**src/axi_pkg.sv**
```systemverilog
package axi_pkg;

	localparam int ADDR_W = 32;
	localparam int DATA_W = 32;
	localparam int ID_W   = 4;

	localparam logic [ID_W-1:0] ID_FETCH = 4'd0;
	localparam logic [ID_W-1:0] ID_LSU   = 4'd1;

	localparam logic [2:0] SIZE_WORD = 3'b010; // 4 bytes per beat

	typedef struct packed {
		logic [ADDR_W-1:0] addr;
		logic [ID_W-1:0]   id;
		logic [2:0]        size;
	} ar_t;

	typedef struct packed {
		logic [ADDR_W-1:0] addr;
		logic [2:0]        size;
	} aw_t;

	typedef struct packed {
		logic [DATA_W-1:0]   data;
		logic [DATA_W/8-1:0] strb;
	} w_t;

	typedef struct packed {
		logic [DATA_W-1:0] data;
		logic [1:0]        resp;
		logic [ID_W-1:0]   id;
	} r_t;

	typedef struct packed {
		logic [1:0] resp;
	} b_t;

endpackage

```
**src/isa_pkg.sv**
```systemverilog
package isa_pkg;

	localparam int XLEN      = 32;
	localparam int REG_IDX_W = 4;
	localparam int OPC_W     = 7;

	// major opcodes of the supported subset
	localparam logic [OPC_W-1:0] OPC_LUI    = 7'b0110111;
	localparam logic [OPC_W-1:0] OPC_AUIPC  = 7'b0010111;
	localparam logic [OPC_W-1:0] OPC_JAL    = 7'b1101111;
	localparam logic [OPC_W-1:0] OPC_JALR   = 7'b1100111;
	localparam logic [OPC_W-1:0] OPC_BRANCH = 7'b1100011;
	localparam logic [OPC_W-1:0] OPC_LOAD   = 7'b0000011;
	localparam logic [OPC_W-1:0] OPC_STORE  = 7'b0100011;
	localparam logic [OPC_W-1:0] OPC_OP_IMM = 7'b0010011;
	localparam logic [OPC_W-1:0] OPC_OP     = 7'b0110011;

	typedef logic [REG_IDX_W-1:0] reg_idx_t;

	typedef enum logic [3:0] {
		OP_LUI,
		OP_AUIPC,
		OP_JAL,
		OP_JALR,
		OP_BEQ,
		OP_LW,
		OP_SW,
		OP_ADDI,
		OP_ADD,
		OP_NOP // anything not recognized retires without effect
	} op_e;

	typedef struct packed {
		op_e             op;
		reg_idx_t        rd;
		reg_idx_t        rs1;
		reg_idx_t        rs2;
		logic [XLEN-1:0] imm;
		logic            reg_write;
		logic            is_mem;
	} decoded_t;

endpackage
```
**src/rv_core.sv**
```systemverilog
`timescale 1ns/100ps

module rv_core #(
	parameter logic [31:0] RESET_PC  = 32'h3000_0000,
	parameter int          REG_COUNT = 16
) (
	input  logic         clock,
	input  logic         rst_n,
	output axi_pkg::ar_t ar,
	output logic         ar_valid,
	input  logic         ar_ready,
	input  axi_pkg::r_t  r,
	input  logic         r_valid,
	output logic         r_ready,
	output axi_pkg::aw_t aw,
	output logic         aw_valid,
	input  logic         aw_ready,
	output axi_pkg::w_t  w,
	output logic         w_valid,
	input  logic         w_ready,
	input  axi_pkg::b_t  b,
	input  logic         b_valid,
	output logic         b_ready
);

	isa_pkg::decoded_t decoded;
	logic [31:0]       inst;
	logic              inst_valid;
	logic              retire;
	logic [31:0]       pc;
	logic [31:0]       next_pc;
	logic [31:0]       mem_addr;
	logic [31:0]       wb_data;
	logic [31:0]       load_data;
	logic              mem_done;
	logic [31:0]       src1;
	logic [31:0]       src2;

	axi_pkg::ar_t fetch_ar;
	logic         fetch_ar_valid;
	logic         fetch_ar_ready;
	axi_pkg::r_t  fetch_r;
	logic         fetch_r_valid;
	logic         fetch_r_ready;
	axi_pkg::ar_t lsu_ar;
	logic         lsu_ar_valid;
	logic         lsu_ar_ready;
	axi_pkg::r_t  lsu_r;
	logic         lsu_r_valid;
	logic         lsu_r_ready;
	axi_pkg::aw_t lsu_aw;
	logic         lsu_aw_valid;
	logic         lsu_aw_ready;
	axi_pkg::w_t  lsu_w;
	logic         lsu_w_valid;
	logic         lsu_w_ready;
	axi_pkg::b_t  lsu_b;
	logic         lsu_b_valid;
	logic         lsu_b_ready;

	fetch_unit #(.RESET_PC(RESET_PC)) u_fetch_unit (.*);

	decoder #(.REG_COUNT(REG_COUNT)) u_decoder (.*);

	execute_unit u_execute_unit (.*);

	// the unit's write channels reach the port through the arbiter
	load_store_unit u_load_store_unit (
		.*,
		.aw(lsu_aw),
		.aw_valid(lsu_aw_valid),
		.aw_ready(lsu_aw_ready),
		.w(lsu_w),
		.w_valid(lsu_w_valid),
		.w_ready(lsu_w_ready),
		.b(lsu_b),
		.b_valid(lsu_b_valid),
		.b_ready(lsu_b_ready)
	);

	register_file #(.REG_COUNT(REG_COUNT)) u_register_file (.*);

	bus_arbiter u_bus_arbiter (.*);

endmodule

```
**src/bus_arbiter.sv**
```systemverilog
`timescale 1ns/100ps

module bus_arbiter (
	input  logic         clock,
	input  logic         rst_n,
	input  axi_pkg::ar_t fetch_ar,
	input  logic         fetch_ar_valid,
	output logic         fetch_ar_ready,
	output axi_pkg::r_t  fetch_r,
	output logic         fetch_r_valid,
	input  logic         fetch_r_ready,
	input  axi_pkg::ar_t lsu_ar,
	input  logic         lsu_ar_valid,
	output logic         lsu_ar_ready,
	output axi_pkg::r_t  lsu_r,
	output logic         lsu_r_valid,
	input  logic         lsu_r_ready,
	input  axi_pkg::aw_t lsu_aw,
	input  logic         lsu_aw_valid,
	output logic         lsu_aw_ready,
	input  axi_pkg::w_t  lsu_w,
	input  logic         lsu_w_valid,
	output logic         lsu_w_ready,
	output axi_pkg::b_t  lsu_b,
	output logic         lsu_b_valid,
	input  logic         lsu_b_ready,
	output axi_pkg::ar_t ar,
	output logic         ar_valid,
	input  logic         ar_ready,
	input  axi_pkg::r_t  r,
	input  logic         r_valid,
	output logic         r_ready,
	output axi_pkg::aw_t aw,
	output logic         aw_valid,
	input  logic         aw_ready,
	output axi_pkg::w_t  w,
	output logic         w_valid,
	input  logic         w_ready,
	input  axi_pkg::b_t  b,
	input  logic         b_valid,
	output logic         b_ready
);

	typedef enum logic [1:0] {
		G_NONE,
		G_FETCH,
		G_LSU
	} grant_e;

	grant_e grant;
	logic   r_to_lsu;

	// load/store has priority when both ask in the same cycle
	assign ar = lsu_ar_valid ? lsu_ar : fetch_ar;
	assign ar_valid = (grant == G_NONE) && (lsu_ar_valid || fetch_ar_valid);
	assign lsu_ar_ready = (grant == G_NONE) && ar_ready;
	assign fetch_ar_ready = (grant == G_NONE) && !lsu_ar_valid && ar_ready;

	assign r_to_lsu = (r.id == axi_pkg::ID_LSU);
	assign fetch_r = r;
	assign lsu_r = r;
	assign fetch_r_valid = r_valid && (r.id == axi_pkg::ID_FETCH);
	assign lsu_r_valid = r_valid && r_to_lsu;
	assign r_ready = r_to_lsu ? lsu_r_ready : fetch_r_ready;

	// only the load/store unit writes
	assign aw = lsu_aw;
	assign aw_valid = lsu_aw_valid;
	assign lsu_aw_ready = aw_ready;
	assign w = lsu_w;
	assign w_valid = lsu_w_valid;
	assign lsu_w_ready = w_ready;
	assign lsu_b = b;
	assign lsu_b_valid = b_valid;
	assign b_ready = lsu_b_ready;

	always_ff @(posedge clock) begin
		if (!rst_n)
			grant <= G_NONE;
		else if (ar_valid && ar_ready)
			grant <= lsu_ar_valid ? G_LSU : G_FETCH;
		else if (r_valid && r_ready)
			grant <= G_NONE;
	end

	a_one_grant: assert property (@(posedge clock) disable iff (!rst_n)
		ar_valid && ar_ready |=> grant == (($past(ar.id) == axi_pkg::ID_LSU) ? G_LSU : G_FETCH));

	a_r_granted: assert property (@(posedge clock) disable iff (!rst_n)
		r_valid |-> (grant == G_FETCH && r.id == axi_pkg::ID_FETCH)
			|| (grant == G_LSU && r.id == axi_pkg::ID_LSU));

endmodule

```
**src/register_file.sv**
```systemverilog
`timescale 1ns/100ps

module register_file #(
	parameter int REG_COUNT = 16
) (
	input  logic              clock,
	input  logic              rst_n,
	input  isa_pkg::decoded_t decoded,
	input  logic              retire,
	input  logic [31:0]       wb_data,
	output logic [31:0]       src1,
	output logic [31:0]       src2
);

	logic [31:0] regs [REG_COUNT];

	always_ff @(posedge clock) begin
		if (!rst_n) begin
			for (int i = 0; i < REG_COUNT; i++)
				regs[i] <= '0;
		end else if (retire && decoded.reg_write && decoded.rd != '0) begin
			regs[decoded.rd] <= wb_data;
		end
	end

	assign src1 = (decoded.rs1 == '0) ? '0 : regs[decoded.rs1]; // x0 is hard zero
	assign src2 = (decoded.rs2 == '0) ? '0 : regs[decoded.rs2];

endmodule

```
**src/load_store_unit.sv**
```systemverilog
`timescale 1ns/100ps

module load_store_unit (
	input  logic              clock,
	input  logic              rst_n,
	input  isa_pkg::decoded_t decoded,
	input  logic              inst_valid,
	input  logic [31:0]       mem_addr,
	input  logic [31:0]       src2,
	output axi_pkg::ar_t      lsu_ar,
	output logic              lsu_ar_valid,
	input  logic              lsu_ar_ready,
	input  axi_pkg::r_t       lsu_r,
	input  logic              lsu_r_valid,
	output logic              lsu_r_ready,
	output axi_pkg::aw_t      aw,
	output logic              aw_valid,
	input  logic              aw_ready,
	output axi_pkg::w_t       w,
	output logic              w_valid,
	input  logic              w_ready,
	input  axi_pkg::b_t       b,
	input  logic              b_valid,
	output logic              b_ready,
	output logic [31:0]       load_data,
	output logic              mem_done
);

	typedef enum logic [1:0] {
		L_IDLE,
		L_READ,
		L_WRITE,
		L_RESP
	} state_e;

	state_e state;
	logic   is_load;
	logic   is_store;
	logic   start;
	logic   aw_pend;
	logic   w_pend;
	logic   resp_done;

	// decoded stays put until the next fetch, so it can steer the whole access
	assign is_load = (decoded.op == isa_pkg::OP_LW);
	assign is_store = (decoded.op == isa_pkg::OP_SW);
	assign start = (state == L_IDLE) && inst_valid && decoded.is_mem;

	assign lsu_ar = '{addr: mem_addr, id: axi_pkg::ID_LSU, size: axi_pkg::SIZE_WORD};
	assign aw = '{addr: mem_addr, size: axi_pkg::SIZE_WORD};
	assign w = '{data: src2, strb: 4'hf};

	assign lsu_ar_valid = (start && is_load) || (state == L_READ);
	assign aw_valid = (start && is_store) || (state == L_WRITE && aw_pend);
	assign w_valid = (start && is_store) || (state == L_WRITE && w_pend);
	assign lsu_r_ready = (state == L_RESP) && is_load;
	assign b_ready = (state == L_RESP) && is_store;
	assign resp_done = (lsu_r_valid && lsu_r_ready) || (b_valid && b_ready);

	always_ff @(posedge clock) begin
		if (!rst_n) begin
			state <= L_IDLE;
			aw_pend <= 1'b0;
			w_pend <= 1'b0;
			mem_done <= 1'b0;
		end else begin
			mem_done <= resp_done;
			case (state)
				L_IDLE: begin
					if (start && is_load) begin
						state <= lsu_ar_ready ? L_RESP : L_READ;
					end else if (start) begin
						aw_pend <= !aw_ready;
						w_pend <= !w_ready;
						state <= (aw_ready && w_ready) ? L_RESP : L_WRITE;
					end
				end
				L_READ: begin
					if (lsu_ar_ready)
						state <= L_RESP;
				end
				L_WRITE: begin
					if (aw_ready)
						aw_pend <= 1'b0;
					if (w_ready)
						w_pend <= 1'b0;
					if ((!aw_pend || aw_ready) && (!w_pend || w_ready))
						state <= L_RESP;
				end
				L_RESP: begin
					if (resp_done)
						state <= L_IDLE;
				end
				default: state <= L_IDLE;
			endcase
		end
	end

	always_ff @(posedge clock) begin
		if (lsu_r_valid && lsu_r_ready)
			load_data <= lsu_r.data;
	end

	a_store_only: assert property (@(posedge clock) disable iff (!rst_n)
		($rose(aw_valid) || $rose(w_valid)) |-> inst_valid && is_store);

endmodule

```
**src/execute_unit.sv**
```systemverilog
`timescale 1ns/100ps

module execute_unit (
	input  isa_pkg::decoded_t decoded,
	input  logic [31:0]       pc,
	input  logic [31:0]       src1,
	input  logic [31:0]       src2,
	input  logic [31:0]       load_data,
	output logic [31:0]       next_pc,
	output logic [31:0]       mem_addr,
	output logic [31:0]       wb_data
);

	logic [31:0] pc_plus4;
	logic [31:0] pc_plus_imm;
	logic [31:0] base_plus_imm;
	logic [31:0] alu_result;

	assign pc_plus4 = pc + 32'd4;
	assign pc_plus_imm = pc + decoded.imm;
	assign base_plus_imm = src1 + decoded.imm; // shared by ADDI, JALR and memory address

	always_comb begin
		alu_result = '0;
		next_pc = pc_plus4;
		case (decoded.op)
			isa_pkg::OP_ADD: alu_result = src1 + src2;
			isa_pkg::OP_ADDI: alu_result = base_plus_imm;
			isa_pkg::OP_LUI: alu_result = decoded.imm;
			isa_pkg::OP_AUIPC: alu_result = pc_plus_imm;
			isa_pkg::OP_JAL: begin
				alu_result = pc_plus4;
				next_pc = pc_plus_imm;
			end
			isa_pkg::OP_JALR: begin
				alu_result = pc_plus4;
				next_pc = {base_plus_imm[31:1], 1'b0};
			end
			isa_pkg::OP_BEQ: begin
				if (src1 == src2)
					next_pc = pc_plus_imm;
			end
			default: ;
		endcase
	end

	assign mem_addr = base_plus_imm;
	assign wb_data = (decoded.op == isa_pkg::OP_LW) ? load_data : alu_result;

endmodule

```
**src/decoder.sv**
```systemverilog
`timescale 1ns/100ps

module decoder #(
	parameter int REG_COUNT = 16
) (
	input  logic [31:0]       inst,
	output isa_pkg::decoded_t decoded
);

	logic [6:0]  opcode;
	logic [2:0]  funct3;
	logic [31:0] imm_i;
	logic [31:0] imm_s;
	logic [31:0] imm_b;
	logic [31:0] imm_u;
	logic [31:0] imm_j;

	// indices past the implemented registers fold onto x0
	function automatic isa_pkg::reg_idx_t reg_map(input logic [4:0] field);
		if (field >= REG_COUNT)
			return '0;
		return field[isa_pkg::REG_IDX_W-1:0];
	endfunction

	assign opcode = inst[6:0];
	assign funct3 = inst[14:12];

	assign imm_i = {{20{inst[31]}}, inst[31:20]};
	assign imm_s = {{20{inst[31]}}, inst[31:25], inst[11:7]};
	assign imm_b = {{19{inst[31]}}, inst[31], inst[7], inst[30:25], inst[11:8], 1'b0};
	assign imm_u = {inst[31:12], 12'b0};
	assign imm_j = {{11{inst[31]}}, inst[31], inst[19:12], inst[20], inst[30:21], 1'b0};

	always_comb begin
		decoded.op = isa_pkg::OP_NOP;
		decoded.rd = reg_map(inst[11:7]);
		decoded.rs1 = reg_map(inst[19:15]);
		decoded.rs2 = reg_map(inst[24:20]);
		decoded.imm = '0;
		case (opcode)
			isa_pkg::OPC_LUI: begin
				decoded.op = isa_pkg::OP_LUI;
				decoded.imm = imm_u;
			end
			isa_pkg::OPC_AUIPC: begin
				decoded.op = isa_pkg::OP_AUIPC;
				decoded.imm = imm_u;
			end
			isa_pkg::OPC_JAL: begin
				decoded.op = isa_pkg::OP_JAL;
				decoded.imm = imm_j;
			end
			isa_pkg::OPC_JALR: begin
				decoded.op = isa_pkg::OP_JALR;
				decoded.imm = imm_i;
			end
			isa_pkg::OPC_BRANCH: begin
				if (funct3 == 3'b000) begin
					decoded.op = isa_pkg::OP_BEQ;
					decoded.imm = imm_b;
				end
			end
			isa_pkg::OPC_LOAD: begin
				if (funct3 == 3'b010) begin
					decoded.op = isa_pkg::OP_LW;
					decoded.imm = imm_i;
				end
			end
			isa_pkg::OPC_STORE: begin
				if (funct3 == 3'b010) begin
					decoded.op = isa_pkg::OP_SW;
					decoded.imm = imm_s;
				end
			end
			isa_pkg::OPC_OP_IMM: begin
				if (funct3 == 3'b000) begin
					decoded.op = isa_pkg::OP_ADDI;
					decoded.imm = imm_i;
				end
			end
			isa_pkg::OPC_OP: begin
				if (funct3 == 3'b000 && inst[31:25] == 7'b0)
					decoded.op = isa_pkg::OP_ADD;
			end
			default: ;
		endcase
		decoded.reg_write = (decoded.rd != '0) && (decoded.op inside {isa_pkg::OP_LUI,
			isa_pkg::OP_AUIPC, isa_pkg::OP_JAL, isa_pkg::OP_JALR, isa_pkg::OP_LW,
			isa_pkg::OP_ADDI, isa_pkg::OP_ADD});
		decoded.is_mem = decoded.op inside {isa_pkg::OP_LW, isa_pkg::OP_SW};
	end

endmodule

```
**src/fetch_unit.sv**
```systemverilog
`timescale 1ns/100ps

module fetch_unit #(
	parameter logic [31:0] RESET_PC = 32'h3000_0000
) (
	input  logic              clock,
	input  logic              rst_n,
	input  logic [31:0]       next_pc,
	input  isa_pkg::decoded_t decoded,
	input  logic              mem_done,
	output axi_pkg::ar_t      fetch_ar,
	output logic              fetch_ar_valid,
	input  logic              fetch_ar_ready,
	input  axi_pkg::r_t       fetch_r,
	input  logic              fetch_r_valid,
	output logic              fetch_r_ready,
	output logic [31:0]       inst,
	output logic              inst_valid,
	output logic              retire,
	output logic [31:0]       pc
);

	typedef enum logic [2:0] {
		S_FETCH,
		S_WAIT_R,
		S_EXEC,
		S_WAIT_MEM,
		S_RETIRE
	} state_e;

	state_e state;

	assign fetch_ar = '{addr: pc, id: axi_pkg::ID_FETCH, size: axi_pkg::SIZE_WORD};
	assign fetch_r_ready = (state == S_WAIT_R);
	assign inst_valid = (state == S_EXEC); // decoder output is settled from here on
	assign retire = (state == S_RETIRE);

	always_ff @(posedge clock) begin
		if (!rst_n) begin
			state <= S_FETCH;
			fetch_ar_valid <= 1'b0;
			pc <= RESET_PC;
		end else begin
			case (state)
				S_FETCH: begin
					if (fetch_ar_valid && fetch_ar_ready) begin
						fetch_ar_valid <= 1'b0;
						state <= S_WAIT_R;
					end else begin
						fetch_ar_valid <= 1'b1; // only changes anything right after reset
					end
				end
				S_WAIT_R: begin
					if (fetch_r_valid)
						state <= S_EXEC;
				end
				S_EXEC: state <= decoded.is_mem ? S_WAIT_MEM : S_RETIRE;
				S_WAIT_MEM: begin
					if (mem_done)
						state <= S_RETIRE;
				end
				S_RETIRE: begin
					pc <= next_pc;
					fetch_ar_valid <= 1'b1; // next request goes out with the new pc
					state <= S_FETCH;
				end
				default: state <= S_FETCH;
			endcase
		end
	end

	always_ff @(posedge clock) begin
		if (fetch_r_valid && fetch_r_ready)
			inst <= fetch_r.data;
	end

	a_fetch_ar_stable: assert property (@(posedge clock) disable iff (!rst_n)
		fetch_ar_valid && !fetch_ar_ready |=> fetch_ar_valid && $stable(fetch_ar));

endmodule

```
**config.mk**
```make
export PLATFORM = sky130hd
export DESIGN_NAME = rv_core
export DESIGN_NICKNAME = d
export VERILOG_FILES = /design/src/axi_pkg.sv /design/src/isa_pkg.sv /design/src/rv_core.sv /design/src/bus_arbiter.sv /design/src/register_file.sv /design/src/load_store_unit.sv /design/src/execute_unit.sv /design/src/decoder.sv /design/src/fetch_unit.sv
export SDC_FILE = /design/constraint.sdc
export NUM_CORES = 2
export LEC_CHECK = 0
export BUFFER_PORTS_ARGS = -buffer_cell sky130_fd_sc_hd__buf_2
export CAP_MARGIN = 0
export CORE_ASPECT_RATIO = 1.1
export CORE_MARGIN = 2
export CORE_UTILIZATION = 35
export DETAILED_ROUTE_END_ITERATION = 16
export PLACE_DENSITY = 0.52
export SLEW_MARGIN = 20
export SYNTH_ARGS = -nofsm -noshare
export SYNTH_HDL_FRONTEND = slang
export SYNTH_SLANG_ARGS = --single-unit
```
**constraint.sdc**
```tcl
create_clock -name clock -period 10.6 [get_ports clock]
set_clock_uncertainty 0.1 [all_clocks]
set_input_delay 1.59 -clock clock [delete_from_list [all_inputs] [get_ports clock]]
set_output_delay 1.59 -clock clock [all_outputs]
set_load 0.01 [all_outputs]
```
---- Word level (Yosys, flattened, before mapping) ----
Memory sizes are Yosys's and may differ from the RTL's.
Cells that the tools add are included.
operators by class
  add/sub/neg operators ................... 4
  magnitude comparators ................... 3
  equal/unequal tests ..................... 38
  multiplexer cells ....................... 61
  reductions and logical operators ........ 60
operators with widths
  kind                                                                      count
  32-bit 2-to-1 mux                                                         9
  32-bit one-hot mux with 7 select lines                                    1
  32-bit one-hot mux with 5 select lines                                    1
  32-bit adder                                                              3
  32-bit one-hot mux with 3 select lines                                    1
  4-bit 2-to-1 mux                                                          11
  39-bit 2-to-1 mux                                                         1
  4-bit one-hot mux with 9 select lines                                     1
  32-bit by 3-bit adder with 32-bit output (second input constant)          1
  32-bit == test                                                            1
  32-bit OR reduction                                                       1
  1-bit logical AND                                                         26
  7-bit by 6-bit == test with 1-bit output (second input constant)          3
  7-bit == test (second input constant)                                     3
  1-bit 2-to-1 mux                                                          18
  2-bit 2-to-1 mux                                                          9
  4-bit by 3-bit == test with 1-bit output (second input constant)          4
  4-bit zero test                                                           4
  5-bit greater-or-equal comparator (second input constant)                 3
  7-bit by 5-bit == test with 1-bit output (second input constant)          2
  3-bit 2-to-1 mux                                                          4
  3-bit one-hot mux with 4 select lines                                     1
  4-bit AND reduction                                                       3
  2-bit by 1-bit inequality test with 1-bit output (second input constant)  5
  23 further kinds                                                          50
storage, ports and cells
  register bits after elaboration ......... 107
  bits in writable memories ............... 512
  bits of input ports ..................... 47
  output and inout bits ................... 115
  logic and storage cells ................. 177
  memories kept ........................... 1
memory list
  memory                depth  bits a word  read ports  clocked after memory_dff  write ports  line                 source
  u_register_file.regs  16     32           2           0                         16           register_file.sv:15  logic [31:0] regs [REG_COUNT];

---- Logic depth before layout (Yosys ltp) ----
  depth in word-level cells ............... 15
  mapped depth ............................ 24
  gate-level depth less buffers ........... 19

---- Hierarchy ----
A second synthesis with hierarchy kept.
second synthesis, totals
  cell total of the unflattened synthesis .. 3,647
  area total of the unflattened synthesis .. 40,576.4 um2
by module, submodules not included
  module           instances  cells each  area an instance (um2)
  register_file    1          1,781       25,578.3
  execute_unit     1          1,100       7,349.5
  fetch_unit       1          241         2,785.2
  load_store_unit  1          194         2,229.6
  bus_arbiter      1          220         1,805.5
  decoder          1          111         828.3

---- Least setup slack after synthesis ----
No wires, ideal clock.
  path kind ............................... reg-to-output
  start ................................... register u_fetch_unit.inst[19]
  end ..................................... output ar[37] in the netlist's numbering
  data arrival time ....................... 4,770 ps
  required time ........................... 8,910 ps
  slack ................................... 4,140 ps
  stages on the path, launching flop included .. 21
  path buffers ............................ 3
  cell sequence ........................... edfxtp_1 > nor2b_1 > buf_2 > buf_1 > clkbuf_1 > mux2i_1 > a221oi_1 > nor3_1 > nor2_1 > ha_1 > inv_1 > fa_1 > nor2b_1 > o31ai_1 > a211o_1 > a211oi_4 > a221oi_2 > o21ai_2 > mux2i_1 > or2_2 > mux2_2
RTL lines
  element                 line              source
  from (decl)             fetch_unit.sv:17  output logic [31:0] inst,
  from (signal assigned)  fetch_unit.sv:74  inst <= fetch_r.data;
  to (decl)               rv_core.sv:9      output axi_pkg::ar_t ar,

==> impl_metrics.xml <==
<?xml version="1.0" encoding="UTF-8"?>
<metrics>
  <group name="critical_path">
    <metric name="timing.critical_path.from_type" unit="">register</metric>
    <metric name="worst_setup_path_endpoint" unit="">ar[33]</metric>
    <metric name="cp-startpoint" unit="">u_fetch_unit.inst[19]</metric>
    <metric name="timing.reg2reg.setup_slack" unit="ps">3240</metric>
    <metric name="worstReg2RegEnd" unit="">u_register_file.regs[5][24]</metric>
    <metric name="critPathCaptureType" unit="">primary output</metric>
    <metric name="r2r.worst_path.cells" unit="">20</metric>
    <metric name="required" unit="ps">8910</metric>
    <metric name="critPathArrivalTime" unit="ps">6770</metric>
    <metric name="critical_path.max_fanout" unit="">29</metric>
    <metric name="critical_path.reg2reg.startpoint" unit="">u_fetch_unit.inst[20]</metric>
    <metric name="crit_type" unit="">reg2out</metric>
  </group>
  <group name="logic_synthesis">
    <metric name="ys_seq_area_share" unit="%">46.3</metric>
    <metric name="post_synth_most_frequent_cells" unit="">635 x sky130_fd_sc_hd__nor2_1, 544 x sky130_fd_sc_hd__edfxtp_1, 292 x sky130_fd_sc_hd__nand2_1</metric>
    <metric name="fraction_of_post_synthesis_cell_area_in_the_top_cell_type_by_area" unit="%">44.0</metric>
    <metric name="synth.area.top_cells" unit="">sky130_fd_sc_hd__edfxtp_1 44%, sky130_fd_sc_hd__mux4_2 6.7%, sky130_fd_sc_hd__nor2_1 6.4%</metric>
    <metric name="edff_count_synth" unit="">544</metric>
    <metric name="yosys.cell_count.top_type" unit="">sky130_fd_sc_hd__nor2_1</metric>
    <metric name="synthesis.area_per_instance" unit="sq um">10.4</metric>
    <metric name="post_synth_inst_count" unit="">3589</metric>
    <metric name="async_flop_share" unit="%">0</metric>
    <metric name="synth_cell_types" unit="">94</metric>
    <metric name="yosys_register_bits" unit="">587</metric>
    <metric name="postSynth.topFlopCell" unit="">sky130_fd_sc_hd__edfxtp_1</metric>
    <metric name="post_synthesis_instance_area" unit="sq um">37200</metric>
    <metric name="yosysTopAreaCell" unit="">sky130_fd_sc_hd__edfxtp_1</metric>
    <metric name="yosys_warnings" unit="">0</metric>
  </group>
  <group name="floorplan">
    <metric name="floorplan.die.height" unit="um">346</metric>
    <metric name="core" unit="sq um">105000</metric>
    <metric name="floorplan.die.width" unit="um">315</metric>
    <metric name="floorplan.rows" unit="">125</metric>
    <metric name="fp.dieArea" unit="sq um">109000</metric>
    <metric name="pin_count" unit="">162</metric>
    <metric name="start_util" unit="%">35.3</metric>
  </group>
  <group name="global_routing">
    <metric name="grt_overflow" unit="">0</metric>
    <metric name="number_of_global_route_vias_before_repair" unit="">29677</metric>
    <metric name="global_route_wire_length_before_repair" unit="um">213000</metric>
    <metric name="largest_net_degree_at_the_start_of_global_routing" unit="">94</metric>
    <metric name="initial_antenna_violation_count" unit="">2</metric>
    <metric name="globalRouteTotalUtil" unit="%">27.0</metric>
  </group>
  <group name="pwr">
    <metric name="vdd_drop_max" unit="mV">0.0964</metric>
    <metric name="power-per-cell-area" unit="nW/um^2">124</metric>
    <metric name="totalPowerFinal" unit="mW">5.16</metric>
    <metric name="total_leakage_power" unit="nW">15.0</metric>
  </group>
  <group name="route">
    <metric name="wl_per_cell" unit="um">29.7</metric>
    <metric name="drt-vias-per-instance" unit="">6.13</metric>
    <metric name="ant_nets" unit="">0</metric>
    <metric name="drtPass1Iterations" unit="">5</metric>
    <metric name="via_count" unit="">31045</metric>
    <metric name="drc" unit="">0</metric>
    <metric name="drtIter0Drc" unit="">3607</metric>
    <metric name="detail_route.wirelength" unit="um">150000</metric>
  </group>
  <group name="timing">
    <metric name="timing.slew.headroom" unit="%">26.0</metric>
    <metric name="post-route-min-period" unit="ps">8460</metric>
    <metric name="finalMaxSlewViolations" unit="">0</metric>
    <metric name="grt_setup_unrepaired" unit="">no</metric>
    <metric name="max_slew.worst_pin.slew" unit="ps">1110</metric>
    <metric name="finalHoldViolations" unit="">0</metric>
    <metric name="maxClockFrequency" unit="MHz">118</metric>
    <metric name="timing.final.setup_violations" unit="">0</metric>
    <metric name="fin_setup_tns" unit="ps">0</metric>
    <metric name="period_utilization" unit="%">79.8</metric>
  </group>
  <group name="layout">
    <metric name="sequential_cell_area" unit="sq um">17200</metric>
    <metric name="design_area" unit="sq um">41500</metric>
    <metric name="layout_overhead_on_the_synthesized_area" unit="%">11.7</metric>
    <metric name="finish.utilization" unit="%">39.4</metric>
    <metric name="post_route_cells_drive_above_1_share" unit="%">17.4</metric>
    <metric name="fillers" unit="">10394</metric>
    <metric name="multiInputGateArea" unit="sq um">18700</metric>
    <metric name="instances_no_fill" unit="">5062</metric>
    <metric name="finalNetCount" unit="">3764</metric>
  </group>
  <group name="placed_design">
    <metric name="dpl-instance-area" unit="sq um">39400</metric>
    <metric name="port_buffers" unit="">144</metric>
    <metric name="dp_cells" unit="">4944</metric>
    <metric name="place.gp.congestion" unit="">0.957</metric>
    <metric name="detailedPlacementHpwl" unit="um">96500</metric>
  </group>
  <group name="clock_network">
    <metric name="htreeDepth" unit="">3</metric>
    <metric name="tritoncts" unit="">done</metric>
    <metric name="clk_path_buf_depth" unit="">3</metric>
    <metric name="cts_repair_resize_count" unit="">0</metric>
    <metric name="clk_latency" unit="ps">640</metric>
    <metric name="cts_setup_buffers" unit="">0</metric>
    <metric name="clkSlewWorstSetupHoldPaths" unit="ps">60</metric>
    <metric name="cts_sinks" unit="">587</metric>
    <metric name="cts-root-buf" unit="">sky130_fd_sc_hd__clkbuf_16</metric>
    <metric name="cts-buffers-inserted" unit="">67</metric>
    <metric name="cts.hold.buffers_added" unit="">0</metric>
  </group>
  <group name="worst_hold_path">
    <metric name="hold_class" unit="">reg2reg</metric>
  </group>
  <group name="job">
    <metric name="max_cap_viol_count" unit="">0</metric>
  </group>
  <group name="status">
    <metric name="run_status" unit="">completed</metric>
  </group>
</metrics>
## metal layers
metal | share of wire (%) | wire length, um | GRT usage (%)
met5 | 0 | 0 | 0
met4 | 5.4 | 8090 | 13.0
met3 | 8.6 | 12900 | 4.08
met2 | 46 | 69700 | 43.6
met1 | 40 | 59500 | 35.3
## final cells by class
cell class,instances,share of cell area [%]
antenna,2,0.0121
clock buffer,82,4.28
clock inverter,34,0.799
inverter,55,0.497
multi-input combinational,2660,45.1
sequential,587,41.4
tap,1397,4.21
timing repair buffer,245,3.62
## how the worst min path moves through the flow
stage | from | depth (start not counted) | slack (ps) | end
finish | u_bus_arbiter.grant[0] | 2 | 370 | u_bus_arbiter.grant[0]
global route | u_bus_arbiter.grant[0] | 2 | 400 | u_bus_arbiter.grant[0]
CTS | u_bus_arbiter.grant[0] | 2 | 380 | u_bus_arbiter.grant[0]
detailed placement | u_bus_arbiter.grant[0] | 2 | 370 | u_bus_arbiter.grant[0]
global placement | u_bus_arbiter.grant[0] | 2 | 360 | u_bus_arbiter.grant[0]
floorplan | u_bus_arbiter.grant[0] | 2 | 350 | u_bus_arbiter.grant[0]
## registers in the layout, summed over array words and instances, names as in the netlist
signal / count
u_load_store_unit.state: 2
u_load_store_unit.load_data: 32
u_fetch_unit.inst: 32
u_fetch_unit.fetch_ar_valid: 1
u_load_store_unit.w_pend: 1
u_bus_arbiter.grant: 2
u_load_store_unit.aw_pend: 1
u_register_file.regs: 480
u_fetch_unit.pc: 32
u_fetch_unit.state: 3
u_load_store_unit.mem_done: 1
## metrics by stage
stage	worst slack, ps	hold WS (ps)
global route	1950	401
CTS	2250	375
finish	2140	373
detailed placement	2950	367
floorplan	4140	350
global placement	2970	364
## report_power, final
group          switching (mW)  leakage, nW  internal, mW
Clock                    1.01         1.02          1.32
Sequential             0.0336         5.88          2.59
Combinational           0.144         8.10        0.0720
## worst max-delay path: stages, from the launching register on
cell,delay (ps)
sky130_fd_sc_hd__edfxtp_1,990
sky130_fd_sc_hd__buf_4,640
sky130_fd_sc_hd__inv_1,150
sky130_fd_sc_hd__nand2_2,500
sky130_fd_sc_hd__nor3_1,130
sky130_fd_sc_hd__nor2_1,370
sky130_fd_sc_hd__ha_1,270
sky130_fd_sc_hd__inv_1,70
sky130_fd_sc_hd__fa_1,470
sky130_fd_sc_hd__nor2b_1,160
sky130_fd_sc_hd__o31ai_1,120
sky130_fd_sc_hd__a211o_1,380
sky130_fd_sc_hd__a211oi_4,420
sky130_fd_sc_hd__a221oi_2,150
sky130_fd_sc_hd__o21ai_2,220
sky130_fd_sc_hd__xor2_1,650
sky130_fd_sc_hd__mux2_2,290
sky130_fd_sc_hd__buf_2,130
## cell usage in the layout, fill, tap and decap left out, drive strengths merged, types with 14 or more instances in the layout
cell type,n
mux2,78
xnor2,57
nor2b,40
a22o,17
a221o,18
mux2i,166
o211ai,24
nor3,64
a22oi,56
clkbuf,82
inv,58
xor2,46
ha,98
nand2b,21
a222oi,15
a21oi,223
edfxtp,544
o21ai,185
mux4,111
and2,25
a211oi,31
a221oi,100
nand2,292
nor2,635
a21o,51
buf,245
dfxtp,43
o22ai,19
nand3,60
clkinv,21
nand4,18
o21a,19
nor4,14
## kinds of logic after synthesis
logic type | synth area share (%)
other | 0.0202
AO/OA/AOI/OAI | 16.0
adder cells (fa/ha/maj) | 3.46
buffers and inverters | 4.03
XOR/XNOR | 2.45
flip-flops | 46.3
AND/OR/NAND/NOR | 14.2
multiplexers | 13.6
Note: power is estimated with default switching activity, not from simulation.
